<file path="config.mk">
export PLATFORM = sky130hd
export DESIGN_NAME = alert_class_top
export DESIGN_NICKNAME = d
export VERILOG_FILES = /design/src/alert_pkg.sv /design/src/alert_class_regs.sv /design/src/alert_cross_cnt.sv /design/src/alert_accu.sv /design/src/alert_esc_timer.sv /design/src/alert_class_top.sv
export VERILOG_INCLUDE_DIRS = /design/src /design/src/src
export SDC_FILE = /design/constraint.sdc
export NUM_CORES = 1
export LEC_CHECK = 0
export ABC_CLOCK_PERIOD_IN_PS = 4940
export BUFFER_PORTS_ARGS = -buffer_cell sky130_fd_sc_hd__buf_2
export CORE_ASPECT_RATIO = 1.75
export CORE_UTILIZATION = 29
export DETAILED_ROUTE_END_ITERATION = 12
export GPL_TIMING_DRIVEN = 0
export SLEW_MARGIN = 20
export SYNTH_ARGS = -nofsm -noshare
export SYNTH_HDL_FRONTEND = slang
export SYNTH_SLANG_ARGS = --single-unit
</file>
<file path="constraint.sdc">
create_clock -name clk_i -period 4.94 [get_ports clk_i]
set_input_delay 0.988 -clock clk_i [delete_from_list [all_inputs] [get_ports clk_i]]
set_output_delay 0.988 -clock clk_i [all_outputs]
set_load 0.005 [all_outputs]
</file>
<file path="src/alert_config.svh">
// widths and counts for one alert class; ESC_PHASES must stay 4 to match the state and address enums
`ifndef ALERT_CONFIG_SVH
`define ALERT_CONFIG_SVH

//////////////////////////////
// alert inputs
//////////////////////////////

`define ALERT_NUM   8   // alert inputs, also mask width

//////////////////////////////
// datapath widths
//////////////////////////////

`define ACCU_CNT_DW 16  // accu, threshold, phase durations and write data
`define ESC_PHASES  4   // escalation phases = esc output width

// register port address width, enough for REG_CTRL..REG_MASK
`define REG_AW      3

`endif

</file>
<file path="src/alert_pkg.sv">
// shared types; the write word is 16 bits and its ctrl view only defines the low three bits
`include "alert_config.svh"

package alert_pkg;

  // register map, one word per address
  typedef enum logic [`REG_AW-1:0] {
    REG_CTRL   = 3'd0,  // en, lock, clr
    REG_THRESH = 3'd1,  // accumulator threshold
    REG_PHASE0 = 3'd2,  // phase durations in cycles
    REG_PHASE1 = 3'd3,
    REG_PHASE2 = 3'd4,
    REG_PHASE3 = 3'd5,
    REG_MASK   = 3'd6   // alert enable mask
  } reg_addr_e;

  // control view of the write word
  typedef struct packed {
    logic [`ACCU_CNT_DW-4:0] rsvd;  // ignored on write
    logic                    clr;   // bit 2, clear request
    logic                    lock;  // bit 1, sticky until reset
    logic                    en;    // bit 0, class enable
  } reg_ctrl_t;

  // one write word, two decodings picked by the address
  typedef union packed {
    reg_ctrl_t               ctrl;   // REG_CTRL
    logic [`ACCU_CNT_DW-1:0] value;  // every other address
  } reg_word_u;

  // escalation FSM states
  typedef enum logic [2:0] {
    IDLE      = 3'd0,
    PHASE0    = 3'd1,
    PHASE1    = 3'd2,
    PHASE2    = 3'd3,
    PHASE3    = 3'd4,
    TERMINAL  = 3'd5,  // all phases done, waits for clr
    FSM_ERROR = 3'd6   // counter mismatch, only reset leaves
  } esc_state_e;

endpackage

</file>
<file path="src/alert_class_regs.sv">
// config regs: lock only clears on reset, back-to-back clr writes merge into a single clr pulse
`include "alert_config.svh"

module alert_class_regs (
  input  logic                    clk_i,
  input  logic                    rst_n_i,
  input  logic                    we_i,                        // one cycle per write
  input  alert_pkg::reg_addr_e    addr_i,
  input  alert_pkg::reg_word_u    wdata_i,
  input  logic [`ALERT_NUM-1:0]   alert_i,                     // level alerts
  output logic                    class_en_o,
  output logic                    clr_o,                       // registered pulse
  output logic                    class_trig_o,                // comb, same cycle as alert_i
  output logic [`ACCU_CNT_DW-1:0] thresh_o,
  output logic [`ACCU_CNT_DW-1:0] phase_cyc_o [`ESC_PHASES]
);
  import alert_pkg::*;

  logic                    en_q;      // class enable
  logic                    lock_q;    // freezes config
  logic                    clr_q;     // clear pulse
  logic [`ACCU_CNT_DW-1:0] thresh_q;
  logic [`ACCU_CNT_DW-1:0] phase_q [`ESC_PHASES];
  logic [`ALERT_NUM-1:0]   mask_q;    // 1 = alert counts for this class
  logic                    ctrl_we;   // write hits REG_CTRL
  logic                    cfg_we;    // write hits a lockable reg

  //////////////////////////////
  // write decode
  //////////////////////////////

  assign ctrl_we = we_i && (addr_i == REG_CTRL);
  // everything but ctrl is frozen once lock is set
  assign cfg_we  = we_i && (addr_i != REG_CTRL) && !lock_q;

  always_ff @(posedge clk_i) begin
    if (!rst_n_i) begin
      en_q     <= 1'b0;
      lock_q   <= 1'b0;
      clr_q    <= 1'b0;
      thresh_q <= '0;
      mask_q   <= '0;
      for (int k = 0; k < `ESC_PHASES; k++) begin
        phase_q[k] <= '0;
      end
    end else begin
      // clr is honoured even when locked, never two cycles in a row
      clr_q <= ctrl_we && wdata_i.ctrl.clr && !clr_q;
      if (ctrl_we) begin
        lock_q <= lock_q | wdata_i.ctrl.lock;    // set only, reset clears
        if (!lock_q) begin
          en_q <= wdata_i.ctrl.en;               // en frozen under lock
        end
      end
      if (cfg_we) begin
        case (addr_i)
          REG_THRESH: thresh_q   <= wdata_i.value;
          REG_PHASE0: phase_q[0] <= wdata_i.value;
          REG_PHASE1: phase_q[1] <= wdata_i.value;
          REG_PHASE2: phase_q[2] <= wdata_i.value;
          REG_PHASE3: phase_q[3] <= wdata_i.value;
          REG_MASK:   mask_q     <= wdata_i.value[`ALERT_NUM-1:0];  // upper bits dropped
          default: ;                                                 // unmapped, ignore
        endcase
      end
    end
  end

  //////////////////////////////
  // outputs
  //////////////////////////////

  assign class_en_o   = en_q;
  assign clr_o        = clr_q;
  assign thresh_o     = thresh_q;
  assign phase_cyc_o  = phase_q;
  assign class_trig_o = |(alert_i & mask_q);  // any masked-in alert

  // a clear request never stretches into a second cycle
  clr_single_a : assert property (@(posedge clk_i) disable iff (!rst_n_i)
    clr_o |=> !clr_o)
    else $error("clr pulse longer than one cycle");

endmodule

</file>
<file path="src/alert_cross_cnt.sv">
// redundant saturating counter; err_o is comb and holds until clr_i or reset restores the pair
`include "alert_config.svh"

module alert_cross_cnt #(
  parameter int unsigned WIDTH = `ACCU_CNT_DW
) (
  input  logic             clk_i,
  input  logic             rst_n_i,
  input  logic             clr_i,   // back to 0 / all-ones, wins over en_i
  input  logic             en_i,    // count request
  output logic [WIDTH-1:0] cnt_o,   // up counter value
  output logic             err_o    // pair out of step
);

  logic [WIDTH-1:0] up_q;   // starts at 0
  logic [WIDTH-1:0] dn_q;   // starts at all-ones
  logic [WIDTH-1:0] sum;    // all-ones while consistent
  logic             sat;    // up counter at max
  logic             step;

  assign sat  = &up_q;
  assign step = en_i && !sat;  // saturate, no wrap

  //////////////////////////////
  // counter pair
  //////////////////////////////

  always_ff @(posedge clk_i) begin
    if (!rst_n_i) begin
      up_q <= '0;
      dn_q <= '1;
    end else if (clr_i) begin
      up_q <= '0;
      dn_q <= '1;
    end else if (step) begin
      up_q <= up_q + 1'b1;
      dn_q <= dn_q - 1'b1;
    end
  end

  // up + dn is constant while both step together
  assign sum   = up_q + dn_q;
  assign err_o = (sum != '1);
  assign cnt_o = up_q;

  // once saturated the count only moves on a clear
  sat_stable_a : assert property (@(posedge clk_i) disable iff (!rst_n_i)
    (&cnt_o) && !clr_i |=> $stable(cnt_o))
    else $error("saturated count moved without clear");

endmodule

</file>
<file path="src/alert_accu.sv">
// accumulator; the trigger compares the count before the increment, clear wins over a trigger
`include "alert_config.svh"

module alert_accu (
  input  logic                    clk_i,
  input  logic                    rst_n_i,
  input  logic                    class_en_i,
  input  logic                    clr_i,         // clear pulse from regs
  input  logic                    class_trig_i,  // masked alert OR
  input  logic [`ACCU_CNT_DW-1:0] thresh_i,
  output logic [`ACCU_CNT_DW-1:0] accu_cnt_o,
  output logic                    accu_trig_o,   // comb, starts escalation
  output logic                    accu_fail_o    // comb, counter pair mismatch
);

  logic trig_gated;  // trigger of an enabled class

  assign trig_gated = class_trig_i && class_en_i;

  // two counters in opposite directions guard the count
  alert_cross_cnt #(
    .WIDTH (`ACCU_CNT_DW)
  ) u_cnt (
    .clk_i   (clk_i),
    .rst_n_i (rst_n_i),
    .clr_i   (clr_i),
    .en_i    (trig_gated),   // saturation handled inside
    .cnt_o   (accu_cnt_o),
    .err_o   (accu_fail_o)
  );

  // threshold reached on the old count, so the next trigger escalates
  assign accu_trig_o = trig_gated && (accu_cnt_o >= thresh_i);

  //////////////////////////////
  // assertions
  //////////////////////////////

  trig_needs_en_a : assert property (@(posedge clk_i) disable iff (!rst_n_i)
    accu_trig_o |-> class_en_i && class_trig_i)
    else $error("escalation trigger from a disabled class");

  // disabled class neither triggers nor counts
  dis_frozen_a : assert property (@(posedge clk_i) disable iff (!rst_n_i)
    !class_en_i && !clr_i |=> $stable(accu_cnt_o))
    else $error("count moved while class disabled");

endmodule

</file>
<file path="src/alert_esc_timer.sv">
// escalation FSM; clr beats accu_trig in IDLE, a phase length of 0 runs as 1 cycle, FSM_ERROR is sticky
`include "alert_config.svh"

module alert_esc_timer (
  input  logic                    clk_i,
  input  logic                    rst_n_i,
  input  logic                    accu_trig_i,   // start escalation, only seen in IDLE
  input  logic                    accu_fail_i,   // counter mismatch
  input  logic                    clr_i,         // abort / leave TERMINAL
  input  logic [`ACCU_CNT_DW-1:0] phase_cyc_i [`ESC_PHASES],
  output logic [`ESC_PHASES-1:0]  esc_o,
  output alert_pkg::esc_state_e   esc_state_o,
  output logic                    fault_o
);
  import alert_pkg::*;

  esc_state_e              state_q, state_d;
  logic [`ACCU_CNT_DW-1:0] timer_q, timer_d;  // cycles left in phase, minus one
  logic [1:0]              phase_idx;         // current phase, 0 outside phases

  // reload value, 0 and 1 both give a single cycle
  function automatic logic [`ACCU_CNT_DW-1:0] load_cnt(
    input logic [`ACCU_CNT_DW-1:0] cyc
  );
    return (cyc == '0) ? '0 : cyc - 1'b1;
  endfunction

  //////////////////////////////
  // phase decode
  //////////////////////////////

  always_comb begin
    case (state_q)
      PHASE1:  phase_idx = 2'd1;
      PHASE2:  phase_idx = 2'd2;
      PHASE3:  phase_idx = 2'd3;
      default: phase_idx = 2'd0;  // PHASE0 and non-phase states
    endcase
  end

  //////////////////////////////
  // next state
  //////////////////////////////

  always_comb begin
    state_d = state_q;
    timer_d = timer_q;
    case (state_q)
      IDLE: begin
        if (accu_trig_i && !clr_i) begin
          state_d = PHASE0;
          timer_d = load_cnt(phase_cyc_i[0]);  // sampled on entry
        end
      end
      PHASE0, PHASE1, PHASE2, PHASE3: begin
        if (clr_i) begin
          state_d = IDLE;                      // abort escalation
        end else if (timer_q != '0) begin
          timer_d = timer_q - 1'b1;
        end else if (phase_idx == 2'd3) begin
          state_d = TERMINAL;                  // last phase done
        end else begin
          state_d = esc_state_e'(state_q + 3'd1);
          timer_d = load_cnt(phase_cyc_i[phase_idx + 2'd1]);
        end
      end
      TERMINAL: begin
        if (clr_i) begin
          state_d = IDLE;
        end
      end
      FSM_ERROR: ;                   // stuck until reset
      default: state_d = FSM_ERROR;  // illegal encoding
    endcase
    // counter failure overrides everything
    if (accu_fail_i) begin
      state_d = FSM_ERROR;
    end
  end

  always_ff @(posedge clk_i) begin
    if (!rst_n_i) begin
      state_q <= IDLE;
      timer_q <= '0;
    end else begin
      state_q <= state_d;
      timer_q <= timer_d;
    end
  end

  //////////////////////////////
  // outputs
  //////////////////////////////

  always_comb begin
    esc_o = '0;
    case (state_q)
      PHASE0, PHASE1, PHASE2, PHASE3: esc_o[phase_idx] = 1'b1;  // one-hot phase
      FSM_ERROR:                      esc_o = '1;               // all actions on
      default: ;
    endcase
  end

  assign esc_state_o = state_q;
  assign fault_o     = (state_q == FSM_ERROR);

  // error state is terminal
  err_sticky_a : assert property (@(posedge clk_i) disable iff (!rst_n_i)
    state_q == FSM_ERROR |=> state_q == FSM_ERROR)
    else $error("left FSM_ERROR without reset");

  esc_onehot_a : assert property (@(posedge clk_i) disable iff (!rst_n_i)
    state_q != FSM_ERROR |-> $onehot0(esc_o))
    else $error("more than one escalation phase active");

endmodule

</file>
<file path="src/alert_class_top.sv">
// one alert class with plain write strobes; no bus, ping, irq or receiver signalling
`include "alert_config.svh"

module alert_class_top (
  input  logic                    clk_i,
  input  logic                    rst_n_i,
  input  logic                    we_i,          // write strobe
  input  alert_pkg::reg_addr_e    addr_i,
  input  alert_pkg::reg_word_u    wdata_i,
  input  logic [`ALERT_NUM-1:0]   alert_i,
  output logic [`ACCU_CNT_DW-1:0] accu_cnt_o,
  output logic [`ESC_PHASES-1:0]  esc_o,
  output alert_pkg::esc_state_e   esc_state_o,
  output logic                    fault_o
);

  logic                    class_en;
  logic                    clr;         // one-cycle clear
  logic                    class_trig;
  logic [`ACCU_CNT_DW-1:0] thresh;
  logic [`ACCU_CNT_DW-1:0] phase_cyc [`ESC_PHASES];
  logic                    accu_trig;
  logic                    accu_fail;

  // config and alert masking
  alert_class_regs u_regs (
    .clk_i        (clk_i),
    .rst_n_i      (rst_n_i),
    .we_i         (we_i),
    .addr_i       (addr_i),
    .wdata_i      (wdata_i),
    .alert_i      (alert_i),
    .class_en_o   (class_en),
    .clr_o        (clr),
    .class_trig_o (class_trig),
    .thresh_o     (thresh),
    .phase_cyc_o  (phase_cyc)
  );

  // trigger counting
  alert_accu u_accu (
    .clk_i        (clk_i),
    .rst_n_i      (rst_n_i),
    .class_en_i   (class_en),
    .clr_i        (clr),
    .class_trig_i (class_trig),
    .thresh_i     (thresh),
    .accu_cnt_o   (accu_cnt_o),
    .accu_trig_o  (accu_trig),
    .accu_fail_o  (accu_fail)
  );

  // escalation sequence
  alert_esc_timer u_esc (
    .clk_i        (clk_i),
    .rst_n_i      (rst_n_i),
    .accu_trig_i  (accu_trig),
    .accu_fail_i  (accu_fail),
    .clr_i        (clr),
    .phase_cyc_i  (phase_cyc),
    .esc_o        (esc_o),
    .esc_state_o  (esc_state_o),
    .fault_o      (fault_o)
  );

endmodule

</file>
==> out/qor.txt <==
Status: completed
Remaining global-route overflow: 0
Fraction of final layout cells sized beyond drive strength 1: 0.104
Crit path launch: u_esc.esc_state_o[1]
Fin nets: 1233
Final Max Slew Viols: 0
Highest fanout seen on the critical path: 9
Height of the chip: 230 um
Slew headroom: 0.233
Setup repair after global routing missed its margin: false
Cts hold-fix bufs: 0
Number of violations of the max-capacitance limit: 0
Critical R2R Launch: u_esc.esc_state_o[1]
Core Box Area: 29300 um^2
Slew @ Worst Pin: 1.14 ns
Total instance count after detailed placement: 1523
Postcts setup bufs: 0
Count of nets left with antenna violations after detail routing: 0
Horizontal extent of the die: 132 um
Top cells by area, synth: dfxtp_1 (33%), nand2_1 (9.3%), mux2i_1 (7.8%), ha_1 (6.1%), a21oi_1 (5.5%)
TritonCTS Sinks: 142
Crit start category: flip-flop
Sequential fraction of the synthesis area: 0.329
Count of flip-flops with a built-in enable after synthesis: 0
Library cell occupying the most area in the post-synthesis netlist: dfxtp_1
Most frequent cells in the layout: nand2_1 (215), dfxtp_1 (142), a21oi_1 (95)
Post-detailed-route via-to-cell ratio: 5.15
Buffer type at the clock tree root: clkbuf_16
Summed negative setup slack over all endpoints: 0 ns
Synthesized net count: 1161
Fin crit share: 0.768
Number of global-route vias before repair: 7993
CP Class: reg2reg
TritonCTS buffer count: 17
H-Tree Depth: 4
Final Hold Violating Endpoints: 0
Site Rows: 83
Hold Crit Start: u_regs.thresh_o[1]
Mean instance size in the synthesized netlist: 7.94 um^2
Total power density per cell area: 336 nW/um^2
Number of detailed-routing iterations run before antenna repair: 4
Static Leak: 3.83 nW
Flop and latch count out of synthesis: 142
Clock tree from TritonCTS: done
Maximum clock frequency: 0.264 GHz
Worst hold path type: reg2reg
Port Buffer Count: 53
Initial antenna violation count: 0
Fin Clk Skew: 0.00710 ns
Final weighted congestion in routability-driven placement: 0.860
Global-route wire length before repair: 41800 um
Overall routed net length: 26600 um
Most common cell after layout, fill and taps aside: nand2_1
Worst skew pair latency: 0.43 ns
Final setup violation count: 0
Area overhead of the layout relative to synthesis: 15.2%
Starting utilization of the core area: 0.295
I/O pin cnt: 54
Critical Path AT: 4.14 ns
Syn Inst Count: 1088
Final critical delay including setup and external delays: 3.79 ns
Syn. warnings: 0
Synth cell types: 75
Residual DRC: 0
Post-detailed-route wirelength per cell: 17.1 um
Overall track demand over capacity in global routing: 0.179
Clock buffer depth: 2
Async set-reset flop share out of synthesis: 0
WP data required: 5.29 ns
Mapped Area: 8640 um^2
Main flop type after synthesis: dfxtp_1
Max VDD drop: 0.196 mV
Count of cells resized by post-cts repair: 0
Die area: 30500 um^2
Number of DRC markers after the initial detailed-route iteration: 448
Pin count of the biggest net entering global routing: 17
Worst-path clk slew: 0.06 ns
Share of the synthesized area in the top cell type: 0.329
Via count: 8015
Nature of the critical path endpoint: flip-flop
Post-Layout Cell Count: 1555
HPWL after DPL: 21700 um
ANT cells: 0
metrics by stage:
step                      instance area, um^2  hold WS [ns]  setup WS (ns)   util  total power [mW]
after floorplan                          8640         0.433           1.79      -              1.86
after global placement                   9380         0.441           1.21  0.320              2.09
after detailed placement                 9380         0.447           1.15  0.320              2.10
after CTS                                9950         0.456           1.12  0.340              3.36
after global routing                     9950         0.472          0.943  0.340              3.49
final                                    9950         0.454           1.15  0.340              3.34
path summary, 6_finish.rpt:
check,slack (ns),endpoint,cells after the start
setup / recovery,1.15,u_esc.timer_q[12],12
hold / removal,0.45,u_regs.thresh_o[1],2
setup reg to reg,1.15,u_esc.timer_q[12],12
hold reg to reg,0.45,u_regs.thresh_o[1],2
critical path, stage by stage, from the launching register on:
cell and delay (ns):
dfxtp_1 0.53, inv_1 0.12, ha_1 0.21, buf_4 0.18, mux2i_2 0.40, mux4_2 0.61
inv_1 0.12, ha_1 0.20, or2b_1 0.33, nor4_1 0.27, xor2_1 0.15, a2111o_1 0.40
a31oi_1 0.18
state kept, by name, summed over array words and instances, names as in the netlist:
register and flops:
u_regs.phase_cyc_o 64, u_accu.u_cnt.cnt_o 16, u_accu.u_cnt.dn_q 16, u_esc.timer_q 16, u_regs.thresh_o 16, u_regs.mask_q 8
u_esc.esc_state_o 3, u_regs.class_en_o 1, u_regs.clr_o 1, u_regs.lock_q 1
layout make-up:
| class | count | area, um^2 |
|---|---|---|
| Buffer | 58 | 309 |
| Clock buffer | 21 | 450 |
| Clock inverter | 11 | 116 |
| Tap cell | 382 | 478 |
| Sequential cell | 142 | 2840 |
| Timing Repair Buffer | 53 | 265 |
| Multi-Input combinational cell | 849 | 5340 |
| Inverter | 39 | 146 |
| Fill cell | 3107 | 19300 |
power breakdown:
part	total (mW)	switching, mW	internal (mW)
combinational	0.890	0.554	0.336
sequential	1.20	0.0261	1.17
clock	1.25	0.502	0.752
logic make-up (layout without fill, tap and decap cells):
| logic type | count (synthesis) | after routing | share of synthesized area |
|---|---|---|---|
| simple gates | 433 | 433 | 0.235 |
| mux | 72 | 72 | 0.0884 |
| fa+ha+maj | 43 | 43 | 0.0632 |
| buf+inv | 97 | 182 | 0.0527 |
| xor+xnor | 64 | 64 | 0.0649 |
| flops | 142 | 142 | 0.329 |
| compound gates | 237 | 237 | 0.167 |
layer usage:
metal	GRT usage	wire, um
met1	0.160	9360
met2	0.339	14100
met3	0.0317	815
met4	0.161	2290
met5	0	0
synthesized netlist by cell type, types with 4 or more instances:
master and n:
or3_1 11, buf_4 4, o21ai_0 43, nand3b_1 4, nand3_1 31, a2111oi_0 5, nand2_1 215, a31oi_1 9
a21o_1 8, o31ai_1 4, nor3_1 21, a211oi_1 8, nor2_1 74, nand4_1 6, buf_6 7, nor3b_1 7
ha_1 42, nand2b_1 10, clkbuf_1 37, o211ai_1 6, a22oi_1 17, a21oi_1 95, xor2_1 29, and2_1 5
and3_1 5, mux2i_1 67, o21ai_1 5, dfxtp_1 142, nor4_1 11, o22ai_1 14, inv_1 39, nor3_2 4
buf_2 6, xnor2_1 35
Note: power is estimated with default switching activity, not from simulation.
